`src/nabp_geometry_pkg.sv`:
```
`default_nettype none

package nabp_geometry_pkg;

    // projection angles per sinogram
    localparam int no_of_angles = 8;

    // detector samples per angle
    localparam int projection_line_size = 16;

    // whole sinogram, stored angle major
    localparam int sinogram_size = no_of_angles * projection_line_size;

    // filtered line banks, one credit each
    localparam int line_banks = 2;

    // angle index
    typedef logic [2:0] angle_t;

    // detector index within one projection line
    typedef logic [3:0] s_t;

    // angle * line size + detector index
    typedef logic [6:0] sg_addr_t;

    // filter credit counter, holds 0..line_banks
    typedef logic [1:0] credit_t;

endpackage

`default_nettype wire

```
`src/nabp_sample_pkg.sv`:
```
`default_nettype none

package nabp_sample_pkg;

    // raw detector sample from the host
    typedef logic signed [11:0] raw_sample_t;

    // filtered sample
    // 2x minus two neighbours needs two extra bits
    typedef logic signed [13:0] filt_sample_t;

    // host load port into the sinogram RAM
    typedef struct packed {
        logic                        valid;
        nabp_geometry_pkg::sg_addr_t addr;
        raw_sample_t                 data;
    } sg_write_t;

    // addresser to filter
    // valid = has next angle
    typedef struct packed {
        logic                        valid;
        nabp_geometry_pkg::angle_t   angle;
        nabp_geometry_pkg::sg_addr_t base;
    } angle_req_t;

    // filter to line store, one filtered sample
    typedef struct packed {
        logic                  valid;
        nabp_geometry_pkg::s_t index;
        filt_sample_t          data;
    } line_write_t;

    // line store to PE
    // angle only meaningful while ready
    typedef struct packed {
        logic                      ready;
        nabp_geometry_pkg::angle_t angle;
    } line_status_t;

endpackage

`default_nettype wire

```
`src/sample_ram.sv`:
```
`timescale 1ns/1ps
`default_nettype none

module sample_ram
#(
    parameter type sample_type = logic [7:0],
    parameter int  depth       = 16
)
(
    input  wire                     clk,
    input  wire                     wr_en,
    input  wire [$clog2(depth)-1:0] wr_addr,
    input  wire sample_type         wr_data,
    input  wire                     rd_en,
    input  wire [$clog2(depth)-1:0] rd_addr,
    output sample_type              rd_data
);

    // storage array
    sample_type mem [depth];

    // single write port
    always_ff @(posedge clk)
    begin
        if (wr_en)
            mem[wr_addr] <= wr_data;
    end

    // registered read, data one cycle after rd_en
    // read during write returns the old word
    always_ff @(posedge clk)
    begin
        if (rd_en)
            rd_data <= mem[rd_addr];
    end

endmodule

`default_nettype wire

```
`src/sinogram_addresser.sv`:
```
`timescale 1ns/1ps
`default_nettype none

module sinogram_addresser
(
    input  wire                        clk,
    input  wire                        reset_n,
    input  wire                        hs_kick,
    input  wire                        angle_take,
    output nabp_sample_pkg::angle_req_t angle_req,
    output logic                       hs_done
);

    import nabp_geometry_pkg::*;

    typedef enum logic {
        idle_s,
        work_s
    } state_t;

    state_t   state;
    state_t   next_state;
    angle_t   angle;
    sg_addr_t base;
    logic     take;

    // filter consumes the offered angle
    assign take = angle_take && angle_req.valid;

    // done = take on the final angle
    // marks dispatch of the last line, not its consumption
    // lines still queued downstream simply stall on credits
    assign hs_done = take && (angle == angle_t'(no_of_angles - 1));

    // offer an angle for the whole work phase
    always_comb
    begin
        angle_req.valid = (state == work_s);
        angle_req.angle = angle;
        angle_req.base  = base;
    end

    always_comb
    begin
        next_state = state;
        case (state)
            idle_s:
                // kick only counts while idle
                if (hs_kick)
                    next_state = work_s;
            work_s:
                if (hs_done)
                    next_state = idle_s;
            default:
                next_state = idle_s;
        endcase
    end

    always_ff @(posedge clk)
    begin
        if (!reset_n)
            state <= idle_s;
        else
            state <= next_state;
    end

    // angle and base address iterate together
    always_ff @(posedge clk)
    begin
        if (!reset_n)
        begin
            angle <= '0;
            base  <= '0;
        end
        else if ((state == idle_s) && hs_kick)
        begin
            // restart from angle 0 on every run
            angle <= '0;
            base  <= '0;
        end
        else if (take)
        begin
            angle <= angle + angle_t'(1);
            // next projection line
            base  <= base + sg_addr_t'(projection_line_size);
        end
    end

endmodule

`default_nettype wire

```
`src/projection_filter.sv`:
```
`timescale 1ns/1ps
`default_nettype none

module projection_filter
(
    input  wire                          clk,
    input  wire                          reset_n,
    input  wire nabp_sample_pkg::angle_req_t angle_req,
    output logic                         angle_take,
    output logic                         rd_en,
    output nabp_geometry_pkg::sg_addr_t  rd_addr,
    input  wire nabp_sample_pkg::raw_sample_t rd_data,
    output nabp_sample_pkg::line_write_t line_wr,
    output logic                         line_done,
    output nabp_geometry_pkg::angle_t    line_angle,
    input  wire                          credit_return
);

    import nabp_geometry_pkg::*;
    import nabp_sample_pkg::*;

    typedef enum logic {
        idle_s,
        run_s
    } state_t;

    // final step of a line: 16 reads then 2 drain cycles
    localparam int last_step = projection_line_size + 1;

    state_t       state;
    credit_t      credits;
    logic [4:0]   step;
    angle_t       angle_q;
    sg_addr_t     base_q;
    raw_sample_t  x_prev;
    raw_sample_t  x_cur;
    raw_sample_t  x_next;
    filt_sample_t y;
    logic         take;

    // start a line only with a free bank
    assign take       = (state == idle_s) && angle_req.valid && (credits != '0);
    assign angle_take = take;

    // s = 0 is read in the take cycle, s = step afterwards
    assign rd_en   = take || ((state == run_s) && (step < 5'(projection_line_size)));
    assign rd_addr = take ? angle_req.base : base_q + sg_addr_t'(step);

    // right neighbour past s = 15 reads as zero
    assign x_next = ((state == run_s) && (step <= 5'(projection_line_size))) ? rd_data : '0;

    // ramp kernel  2x[s] - x[s-1] - x[s+1]
    always_comb
    begin
        y = (filt_sample_t'(x_cur) <<< 1) - filt_sample_t'(x_prev) - filt_sample_t'(x_next);
    end

    // index s goes out once x[s+1] is on rd_data
    always_comb
    begin
        line_wr.valid = (state == run_s) && (step >= 5'd2);
        line_wr.index = s_t'(step - 5'd2);
        line_wr.data  = y;
    end

    assign line_done  = (state == run_s) && (step == 5'(last_step));
    assign line_angle = angle_q;

    always_ff @(posedge clk)
    begin
        if (!reset_n)
        begin
            state   <= idle_s;
            credits <= credit_t'(line_banks);
            step    <= '0;
        end
        else
        begin
            // one credit spent per line, one back per released bank
            case ({take, credit_return})
                2'b10:   credits <= credits - credit_t'(1);
                2'b01:   credits <= credits + credit_t'(1);
                default: credits <= credits;
            endcase
            case (state)
                idle_s:
                    if (take)
                    begin
                        state <= run_s;
                        step  <= 5'd1;
                    end
                run_s:
                    if (step == 5'(last_step))
                        state <= idle_s;
                    else
                        step <= step + 5'd1;
                default:
                    state <= idle_s;
            endcase
        end
    end

    // line context and sample window
    always_ff @(posedge clk)
    begin
        if (take)
        begin
            angle_q <= angle_req.angle;
            base_q  <= angle_req.base;
            // left neighbour of s = 0 is zero
            x_prev  <= '0;
            x_cur   <= '0;
        end
        else if (state == run_s)
        begin
            x_prev <= x_cur;
            x_cur  <= x_next;
        end
    end

endmodule

`default_nettype wire

```
`src/filtered_line_swap.sv`:
```
`timescale 1ns/1ps
`default_nettype none

module filtered_line_swap
(
    input  wire                              clk,
    input  wire                              reset_n,
    input  wire nabp_sample_pkg::line_write_t line_wr,
    input  wire                              line_done,
    input  wire nabp_geometry_pkg::angle_t   line_angle,
    output logic                             credit_return,
    input  wire nabp_geometry_pkg::s_t       pe_s,
    output nabp_sample_pkg::filt_sample_t    pe_sample,
    input  wire                              pe_release,
    output nabp_sample_pkg::line_status_t    line_status
);

    import nabp_geometry_pkg::*;
    import nabp_sample_pkg::*;

    // bank pointers
    logic                  wr_bank;
    logic                  rd_bank;
    // read bank as seen by the data now on the RAM outputs
    logic                  rd_bank_q;
    logic [line_banks-1:0] bank_full;
    angle_t                bank_angle [line_banks];
    filt_sample_t          bank_rd_data [line_banks];
    logic                  release_ok;

    // release while not ready is ignored
    assign release_ok = pe_release && bank_full[rd_bank];

    // one RAM per bank
    for (genvar b = 0; b < line_banks; b++)
    begin : g_bank
        sample_ram
        #(
            .sample_type (filt_sample_t),
            .depth       (projection_line_size)
        )
        u_bank
        (
            .clk     (clk),
            .wr_en   (line_wr.valid && (wr_bank == 1'(b))),
            .wr_addr (line_wr.index),
            .wr_data (line_wr.data),
            .rd_en   (rd_bank == 1'(b)),
            .rd_addr (pe_s),
            .rd_data (bank_rd_data[b])
        );
    end

    // sample from the bank that was addressed last cycle
    assign pe_sample = bank_rd_data[rd_bank_q];

    always_comb
    begin
        line_status.ready = bank_full[rd_bank];
        line_status.angle = bank_angle[rd_bank];
    end

    always_ff @(posedge clk)
    begin
        if (!reset_n)
        begin
            wr_bank       <= 1'b0;
            rd_bank       <= 1'b0;
            rd_bank_q     <= 1'b0;
            bank_full     <= '0;
            credit_return <= 1'b0;
        end
        else
        begin
            rd_bank_q     <= rd_bank;
            // each accepted release hands one credit back
            credit_return <= release_ok;
            // completed line fills the write bank
            if (line_done)
            begin
                bank_full[wr_bank] <= 1'b1;
                wr_bank            <= ~wr_bank;
            end
            // write and read bank never coincide here
            if (release_ok)
            begin
                bank_full[rd_bank] <= 1'b0;
                rd_bank            <= ~rd_bank;
            end
        end
    end

    // angle tag per bank
    always_ff @(posedge clk)
    begin
        if (line_done)
            bank_angle[wr_bank] <= line_angle;
    end

endmodule

`default_nettype wire

```
`src/nabp_sinogram_feed.sv`:
```
`timescale 1ns/1ps
`default_nettype none

module nabp_sinogram_feed
(
    input  wire                            clk,
    input  wire                            reset_n,
    input  wire nabp_sample_pkg::sg_write_t sg_write,
    input  wire                            hs_kick,
    output logic                           hs_done,
    input  wire nabp_geometry_pkg::s_t     pe_s,
    input  wire                            pe_release,
    output nabp_sample_pkg::filt_sample_t  pe_sample,
    output nabp_sample_pkg::line_status_t  line_status
);

    import nabp_geometry_pkg::*;
    import nabp_sample_pkg::*;

    // addresser to filter
    angle_req_t  angle_req;
    logic        angle_take;

    // filter to sinogram RAM
    logic        rd_en;
    sg_addr_t    rd_addr;
    raw_sample_t rd_data;

    // filter to line store and credit path back
    line_write_t line_wr;
    logic        line_done;
    angle_t      line_angle;
    logic        credit_return;

    // raw sinogram, loaded by the host
    sample_ram
    #(
        .sample_type (raw_sample_t),
        .depth       (sinogram_size)
    )
    u_sinogram_ram
    (
        .clk     (clk),
        .wr_en   (sg_write.valid),
        .wr_addr (sg_write.addr),
        .wr_data (sg_write.data),
        .rd_en   (rd_en),
        .rd_addr (rd_addr),
        .rd_data (rd_data)
    );

    // decode
    sinogram_addresser u_addresser
    (
        .clk        (clk),
        .reset_n    (reset_n),
        .hs_kick    (hs_kick),
        .angle_take (angle_take),
        .angle_req  (angle_req),
        .hs_done    (hs_done)
    );

    // execute
    projection_filter u_filter
    (
        .clk           (clk),
        .reset_n       (reset_n),
        .angle_req     (angle_req),
        .angle_take    (angle_take),
        .rd_en         (rd_en),
        .rd_addr       (rd_addr),
        .rd_data       (rd_data),
        .line_wr       (line_wr),
        .line_done     (line_done),
        .line_angle    (line_angle),
        .credit_return (credit_return)
    );

    // result
    filtered_line_swap u_line_swap
    (
        .clk           (clk),
        .reset_n       (reset_n),
        .line_wr       (line_wr),
        .line_done     (line_done),
        .line_angle    (line_angle),
        .credit_return (credit_return),
        .pe_s          (pe_s),
        .pe_sample     (pe_sample),
        .pe_release    (pe_release),
        .line_status   (line_status)
    );

endmodule

`default_nettype wire

```
`config.mk`:
```
export PLATFORM = sky130hd
export DESIGN_NAME = nabp_sinogram_feed
export DESIGN_NICKNAME = d
export VERILOG_FILES = /design/src/nabp_geometry_pkg.sv /design/src/nabp_sample_pkg.sv /design/src/sample_ram.sv /design/src/sinogram_addresser.sv /design/src/projection_filter.sv /design/src/filtered_line_swap.sv /design/src/nabp_sinogram_feed.sv
export SDC_FILE = /design/constraint.sdc
export NUM_CORES = 2
export LEC_CHECK = 0
export BUFFER_PORTS_ARGS = -buffer_cell sky130_fd_sc_hd__buf_4
export CAP_MARGIN = 30
export CORE_MARGIN = 2
export CORE_UTILIZATION = 57
export DETAILED_ROUTE_END_ITERATION = 12
export PLACE_DENSITY = 0.77
export SLEW_MARGIN = 20
export SYNTH_ARGS = -nofsm -noshare
export SYNTH_HDL_FRONTEND = slang
export SYNTH_SLANG_ARGS = --single-unit
```
`constraint.sdc`:
```
create_clock -name clk -period 4.7 [get_ports clk]
set_input_delay 0.94 -clock clk [delete_from_list [all_inputs] [get_ports clk]]
set_output_delay 0.94 -clock clk [all_outputs]
set_load 0.05 [all_outputs]
```
== After elaboration in Yosys (flattened, before gate mapping) ==
Memory sizes are Yosys's and may differ from the RTL's. A register that Yosys moved wholly into a read port is not among the register bits.
Index checks and enable logic that the tools add are counted.
Cells by class
  magnitude comparators: 8
  eq/ne operators: 6
  reductions and logical operators: 20
  muxes and demuxes: 34
  bitwise operators: 9
  add/subtract/negate cells: 9
Operator list (number)
  $mux W14: 3
  $mux W1: 18
  $logic_and A1 B1 Y1: 14
  $sub A13 B12 Y14: 1
  $sub A14 B12 Y14: 1
  $mux W12: 1
  $mux W5: 2
  $pmux W5 S2: 1
  $add A7 B5 Y7: 1
  $add A7 B5 Y7 const B: 1
  $mux W7: 1
  $mux W2: 3
  $add A5 B1 Y5 const B: 1
  $eq A5 B5 Y1 const B: 1
  $ge A5 B2 Y1 const B: 1
  $le A5 B5 Y1 const B: 1
  $lt A5 B5 Y1 const B: 1
  $not A1 Y1: 5
  $lt A1 B2 Y1 const B: 2
  $ne A2 B2 Y1 const B: 2
  $pmux W1 S2: 2
  $pmux W2 S2: 1
  $reduce_bool A2 Y1: 2
  $sub A4 B2 Y4 const B: 1
  17 further kinds: 19
Storage, ports and cells
  RAM bits: 1990
  register bits after elaboration: 59
  word-level logic and storage cells: 105
  output and inout port bits: 19
  memories kept: 4
  bits of input ports: 28
Memories
  u_sinogram_ram.mem: words 128, bits a word 12, read ports 1, clocked after Yosys merged registers in 1, wr ports 1, line sample_ram.sv:20  | sample_type mem [depth];
  u_line_swap.g_bank[0].u_bank.mem: words 16, bits a word 14, read ports 1, clocked after Yosys merged registers in 1, wr ports 1, line sample_ram.sv:20
  u_line_swap.g_bank[1].u_bank.mem: words 16, bits a word 14, read ports 1, clocked after Yosys merged registers in 1, wr ports 1, line sample_ram.sv:20
  u_line_swap.bank_angle: words 2, bits a word 3, read ports 1, clocked after Yosys merged registers in 1, wr ports 1, line filtered_line_swap.sv:27  | angle_t bank_angle [line_banks];

== Logic depth before layout (Yosys ltp) ==
  word-level depth: 9
  mapped depth: 20
  depth with buffers taken out: 16

== By module ==
A second synthesis with hierarchy kept.
Unflattened totals
  cell total of the unflattened synthesis: 3540
  area total of the unflattened synthesis: 81039.0 sq um
By module, submodules not included
  sample_ram (u_sinogram_ram): cells each 2362, area an instance 59248.1 sq um, sequential area each 46484.6 sq um, instances 1
  sample_ram (u_line_swap.g_bank[0].u_bank ...): cells each 379, area an instance 8903.5 sq um, sequential area each 7146.9 sq um, instances 2
  projection_filter: cells each 330, area an instance 2961.6 sq um, sequential area each 940.9 sq um, instances 1
  filtered_line_swap: cells each 52, area an instance 646.9 sq um, sequential area each 320.3 sq um, instances 1
  sinogram_addresser: cells each 38, area an instance 375.4 sq um, sequential area each 140.1 sq um, instances 1

== Worst setup path after synthesis ==
OpenSTA, ideal clock, no wires.
  path kind: register to register
  start point: register u_filter.step[2]
  end point: memory u_line_swap.g_bank[0].u_bank.mem[0][10] (netlist name) (data pin)
  required time: 4.313 ns
  path slack: -0.321 ns
  stages on the path, launching flop included: 20
  clock period less this slack: 5.021 ns
  arrival time: 4.634 ns
  cell sequence: dfxtp_1 buf_4 inv_1 buf_1 clkbuf_1 ha_1 nand3_1 a21oi_1 clkbuf_1 nand2_1 fa_1 ha_1 nor2b_1 o21ai_0 nand2b_1 a21o_1 a31o_2 a31o_2 a21oi_1 xnor2_1
RTL lines
  from (decl): line projection_filter.sv:32  | logic [4:0] step;
  from (signal assigned): line projection_filter.sv:96  | step <= step + 5'd1;
  to (decl): line sample_ram.sv:20

== Final worst setup path ==
  start point: register u_filter.credits[0]
  end point: register u_sinogram_ram.rd_data[4] (netlist name) (read register of u_sinogram_ram.mem) (data pin)
Between the ends
  cells in the longest elaborated chain, start to end: 3
Ends and longest elaborated chain
  from (decl): line projection_filter.sv:31  | credit_t credits;
  from (signal assigned): line projection_filter.sv:74  | credits <= credit_t'(line_banks);
  from (signal assigned): line projection_filter.sv:81  | 2'b10: credits <= credits - credit_t'(1);
  from (signal assigned): line projection_filter.sv:82  | 2'b01: credits <= credits + credit_t'(1);
  $reduce_bool A2 Y1 (*): line projection_filter.sv:42  | assign take = (state == idle_s) && angle_req.valid && (credits != '0);
  $logic_and A1 B1 Y1 (*): line projection_filter.sv:42
  $mux W7 / $logic_or A1 B1 Y1 (equally long branches): line projection_filter.sv:47, projection_filter.sv:46
  to (decl): line sample_ram.sv:16  | output sample_type rd_data
Every way passes the cells marked *; elsewhere a longest branch is shown, timed or not.
A chain may end at the register's enable or synchronous reset.

==> impl_results.md <==
- Worst reg2reg path depth: 10
- Worst-margin pin slew: 1.16 ns
- Avg Cell Area, Syn: ~17 um2
- CP max stage delay: ~0.71 ns
- Share of cells above drive strength 1: 20.3%
- Final min period: 4.35 ns
- Leak Pwr: between 30 and 40 nW
- Crit-path max FO: 38
- Asr flop ratio synth: 0%
- Num CTS Buffers: between 150 and 200
- Worst hold path stage count: 2
- Post-Syn Area: roughly 82000 um2
- DR vias/cell: 6.91
- Ys flop type: edfxtp_1
- Pwr Density: between 400 and 500 nW/um2
- DRC viols: 0
- Initial antenna violation count: 9
- DP HPWL: approximately 140000 um
- DR WL/cell: around 33 um
- Fmax achieved: roughly 230 MHz
- Root buffer cell: clkbuf_16
- Synth Instances: about 4800
- RSZ-0062 raised after global routing: no
- Pin count of the biggest net entering global routing: 142
- CP max-delay cell: or2_1
- Yosys Warn Count: 0
- Gr ovfl total: 0
- Critical path's most frequent cell: a21oi_1
- Clock Tree Buf Depth: 3
- Crit path kind: flip-flop to flip-flop
- Vias in the first global route: ~48000
- Hold Path End: u_line_swap.bank_full[0]$_SDFF_PN0_
- Net Sw Frac: between 20% and 30%
- Number of synthesized flops with an enable pin: approximately 2000
- DRT iter0 DRCs: a little under 9000
- Buf/Inv on CP: 2
- Routability congestion estimate: roughly 0.95
- Relative slew slack: a little under a quarter
- Vias: roughly 49000
- CTS tree: built
- H-tree levels: 4
- Worst endpoint required time: 5.28 ns
- Num Clock Sinks: around 2100
- Peak supply drop: just over 0.0006 V
- Hold Crit Class: primary input to flip-flop
- Setup-failing EPs final: 0
- Reg power frac: between 50% and 60%
- Sequential share of the synthesized area: between 70 and 80%
- Die Width: approximately 380 um
- FF+latch count, synth: 2082
- Worst Path Arrival: 4.93 ns
- Setup total negative slack: 0 ns
- Logic gate share of total power: about an eighth
- Post-CTS setup buffers: 0
- Initial core utilization: roughly 57%
- Post-Syn Nets: around 4800
- Total Routing Usage GR: around a third
- Sw power: approximately 11 mW
- Final ANT Viol Nets: 0
- Port bufs: between 40 and 50
- Multi-input gate area in the final layout: approximately 19000 um2
- FF+latch area: 62100 um2
- Crit path max-delay family: compound AO/OA/AOI/OAI gates
- Worst R2R End: u_sinogram_ram.rd_data[4]$_DFFE_PP_
- Final WL: about 230000 um
- Cell Count, Final, Fillers Out: just over 7000
- Rows: approximately 140
- # IOs: 47
- Hold path start: pe_release
- Final hold violations: 0
- Reg-to-reg startpoint: u_filter.credits[0]$_SDFFE_PN0P_
- Post-synth cell types: 75
- Setup crit end kind: flip-flop
- Final #Nets: 5158
- Internal: 33.0 mW
- Critical Path Source Type: flip-flop
- Clock Skew: roughly 0.098 ns
- Critical-path cell list: or2_1 -> nand2_4 -> inv_4 -> buf_4 -> nor2_1 -> a21oi_1 -> nor3_1 -> a211oi_1 -> o32a_1 -> a21oi_1
- First-pass GRT wire length: 335000 um
- Die area: approximately 150000 um2
- Reg clk slew, reported paths: roughly 0.060 ns
- Placed insts: approximately 6800
- Layout area overhead: 13.7%
- R2r setup slk: around 0.35 ns
- Drt pass-1 iters: 8
- Core footprint: between 100000 and 150000 um2
- Crit share post-route: between 90% and 100%
- Clock power frac: a little over a third
- Clock Latency Late Sink: between 0.8 and 0.9 ns
- Max-slew violation total from the final report: 0
- Outcome: complete, no violations
- Max-cap check violation count: 0
- Layout fillers: between 9000 and 10000
- Die Height: approximately 380 um
-- kinds of logic (layout without fill, tap and decap cells) --
kind of cell	count (synthesis)	after routing	synth area share (%)
muxes	570	570	9.96
xor gates and xnor gates	24	24	0.256
and+or+nand+nor	828	828	4.29
DFF	2082	2082	75.6
other	0	1	0
AOI/OAI and AO/OA	903	903	7.39
buffers and inverters	330	813	1.81
adders and majority gates	41	41	0.734
-- stage by stage --
step | hold WS, ns | setup WS, ns | utilization, % | cell area (um2) | power, mW
after floorplan | 0.421 | 0.0544 | - | 82200 | 25.9
after global placement | 0.438 | 0.313 | 60.4 | 86500 | 28.0
after detailed placement | 0.457 | 0.379 | 60.5 | 86700 | 28.3
after CTS | 0.343 | 0.309 | 65.0 | 93200 | 44.0
after global routing | 0.367 | 0.187 | 65.1 | 93300 | 45.3
final | 0.389 | 0.349 | 65.1 | 93400 | 44.2
-- sequential cells by signal (all words and copies together) (netlist names), 5 cells and up, named ones only --
signal and cells:
u_line_swap.bank_angle 6, u_sinogram_ram.rd_data 12, u_line_swap.g_bank.u_bank.rd_data 28, u_sinogram_ram.mem 1536, u_filter.x_prev 12, u_line_swap.g_bank.u_bank.mem 448, u_filter.x_cur 12, u_filter.step 5
-- how the worst max path moves through the flow --
stage,endpoint,cells past startpoint,slack (ns),from
final,u_sinogram_ram.rd_data[4]$_DFFE_PP_,10,0.35,u_filter.credits[0]$_SDFFE_PN0P_
after global routing,u_line_swap.g_bank[1].u_bank.mem[12][12]$_DFFE_PP_,16,0.19,u_filter.step[2]$_SDFFE_PN0P_
after CTS,u_line_swap.g_bank[1].u_bank.mem[15][11]$_DFFE_PP_,14,0.31,u_filter.step[1]$_SDFFE_PN0P_
after detailed placement,u_line_swap.g_bank[0].u_bank.mem[13][13]$_DFFE_PP_,14,0.38,u_filter.step[1]$_SDFFE_PN0P_
after global placement,u_line_swap.g_bank[0].u_bank.mem[10][13]$_DFFE_PP_,14,0.31,u_filter.step[2]$_SDFFE_PN0P_
after floorplan,u_line_swap.g_bank[0].u_bank.mem[0][12]$_DFFE_PP_,18,0.05,u_filter.step[1]$_SDFFE_PN0P_
-- final cells by class --
cell class | count | share of cell area (%)
Clock buffer | 235 | 5.50
Sequential cell | 2082 | 66.5
Timing Repair Buffer | 403 | 3.61
Antenna cell | 1 | 0.00268
Multi-Input combinational cell | 2366 | 20.2
Inverter | 38 | 0.155
Tap cell | 1903 | 2.55
Clock inverter | 137 | 1.48
-- cells in the final DEF, fill, tap and decap left out, types with 29 or more instances in the layout --
master	Yosys	final
ha_1	29	29
nand2_1	316	316
mux4_2	185	185
buf_4	24	368
o21ai_0	115	112
nand3_1	44	44
a211oi_1	38	37
a22oi_1	42	42
clkinv_2	0	46
clkbuf_1	109	33
clkinv_1	2	48
nor2_1	303	292
inv_1	35	34
dfxtp_1	46	42
nand2b_1	34	34
o22ai_1	110	109
mux2i_1	261	260
a21oi_1	256	253
nor3_1	51	49
edfxtp_1	2036	2036
o221ai_1	81	81
clkbuf_16	0	198
mux2_2	123	123
a221oi_1	62	62
a31oi_1	32	32
-- power by group through the flow --
stage / registers, mW / clock network [mW] / logic [mW]
after global placement: 22.9 / 0 / 5.09
after floorplan: 22.9 / 0 / 3.01
after detailed placement: 22.9 / 0 / 5.45
after CTS: 22.5 / 16.0 / 5.52
final: 22.5 / 16.0 / 5.79
after global routing: 22.5 / 16.7 / 6.12
-- synthesized netlist by cell type (all sizes together), types with 42 or more instances --
| library cell | number | share of area, % |
|---|---|---|
| dfxtp | 46 | 1.1 |
| nand3 | 44 | 0.27 |
| mux4 | 185 | 5.1 |
| o221ai | 81 | 0.86 |
| o22ai | 110 | 0.84 |
| nand2 | 317 | 1.5 |
| nor3 | 51 | 0.31 |
| mux2i | 262 | 3.2 |
| a221oi | 62 | 0.66 |
| a21oi | 258 | 1.6 |
| edfxtp | 2036 | 74 |
| clkbuf | 109 | 0.50 |
| o21ai | 121 | 0.75 |
| a22oi | 42 | 0.38 |
| mux2 | 123 | 1.7 |
| buf | 183 | 1.1 |
| nor2 | 304 | 1.4 |
-- what timing repair did --
action                                  4_1_cts  5_1_grt
endpoints found under the setup margin        0       25
hold endpoints to repair                      0        0
resized for setup                             0        1
hold buffers                                  0        0
-- worst register-to-register path, stage by stage (launching register included) --
cell and delay [ns]:
dfxtp_1 0.42, or2_1 0.71, nand2_4 0.29, inv_4 0.45
buf_4 0.54, nor2_1 0.15, a21oi_1 0.21, nor3_1 0.07
a211oi_1 0.70, o32a_1 0.48, a21oi_1 0.12
-- metal layers --
metal	wire (um)	up-vias	GRT usage, %
li1	-	19800	-
met1	80500	24600	42.4
met2	108000	4296	49.1
met3	32000	848	7.97
met4	13300	12	15.2
met5	99	-	0
No activity file was read; power rests on OpenSTA's default activity.
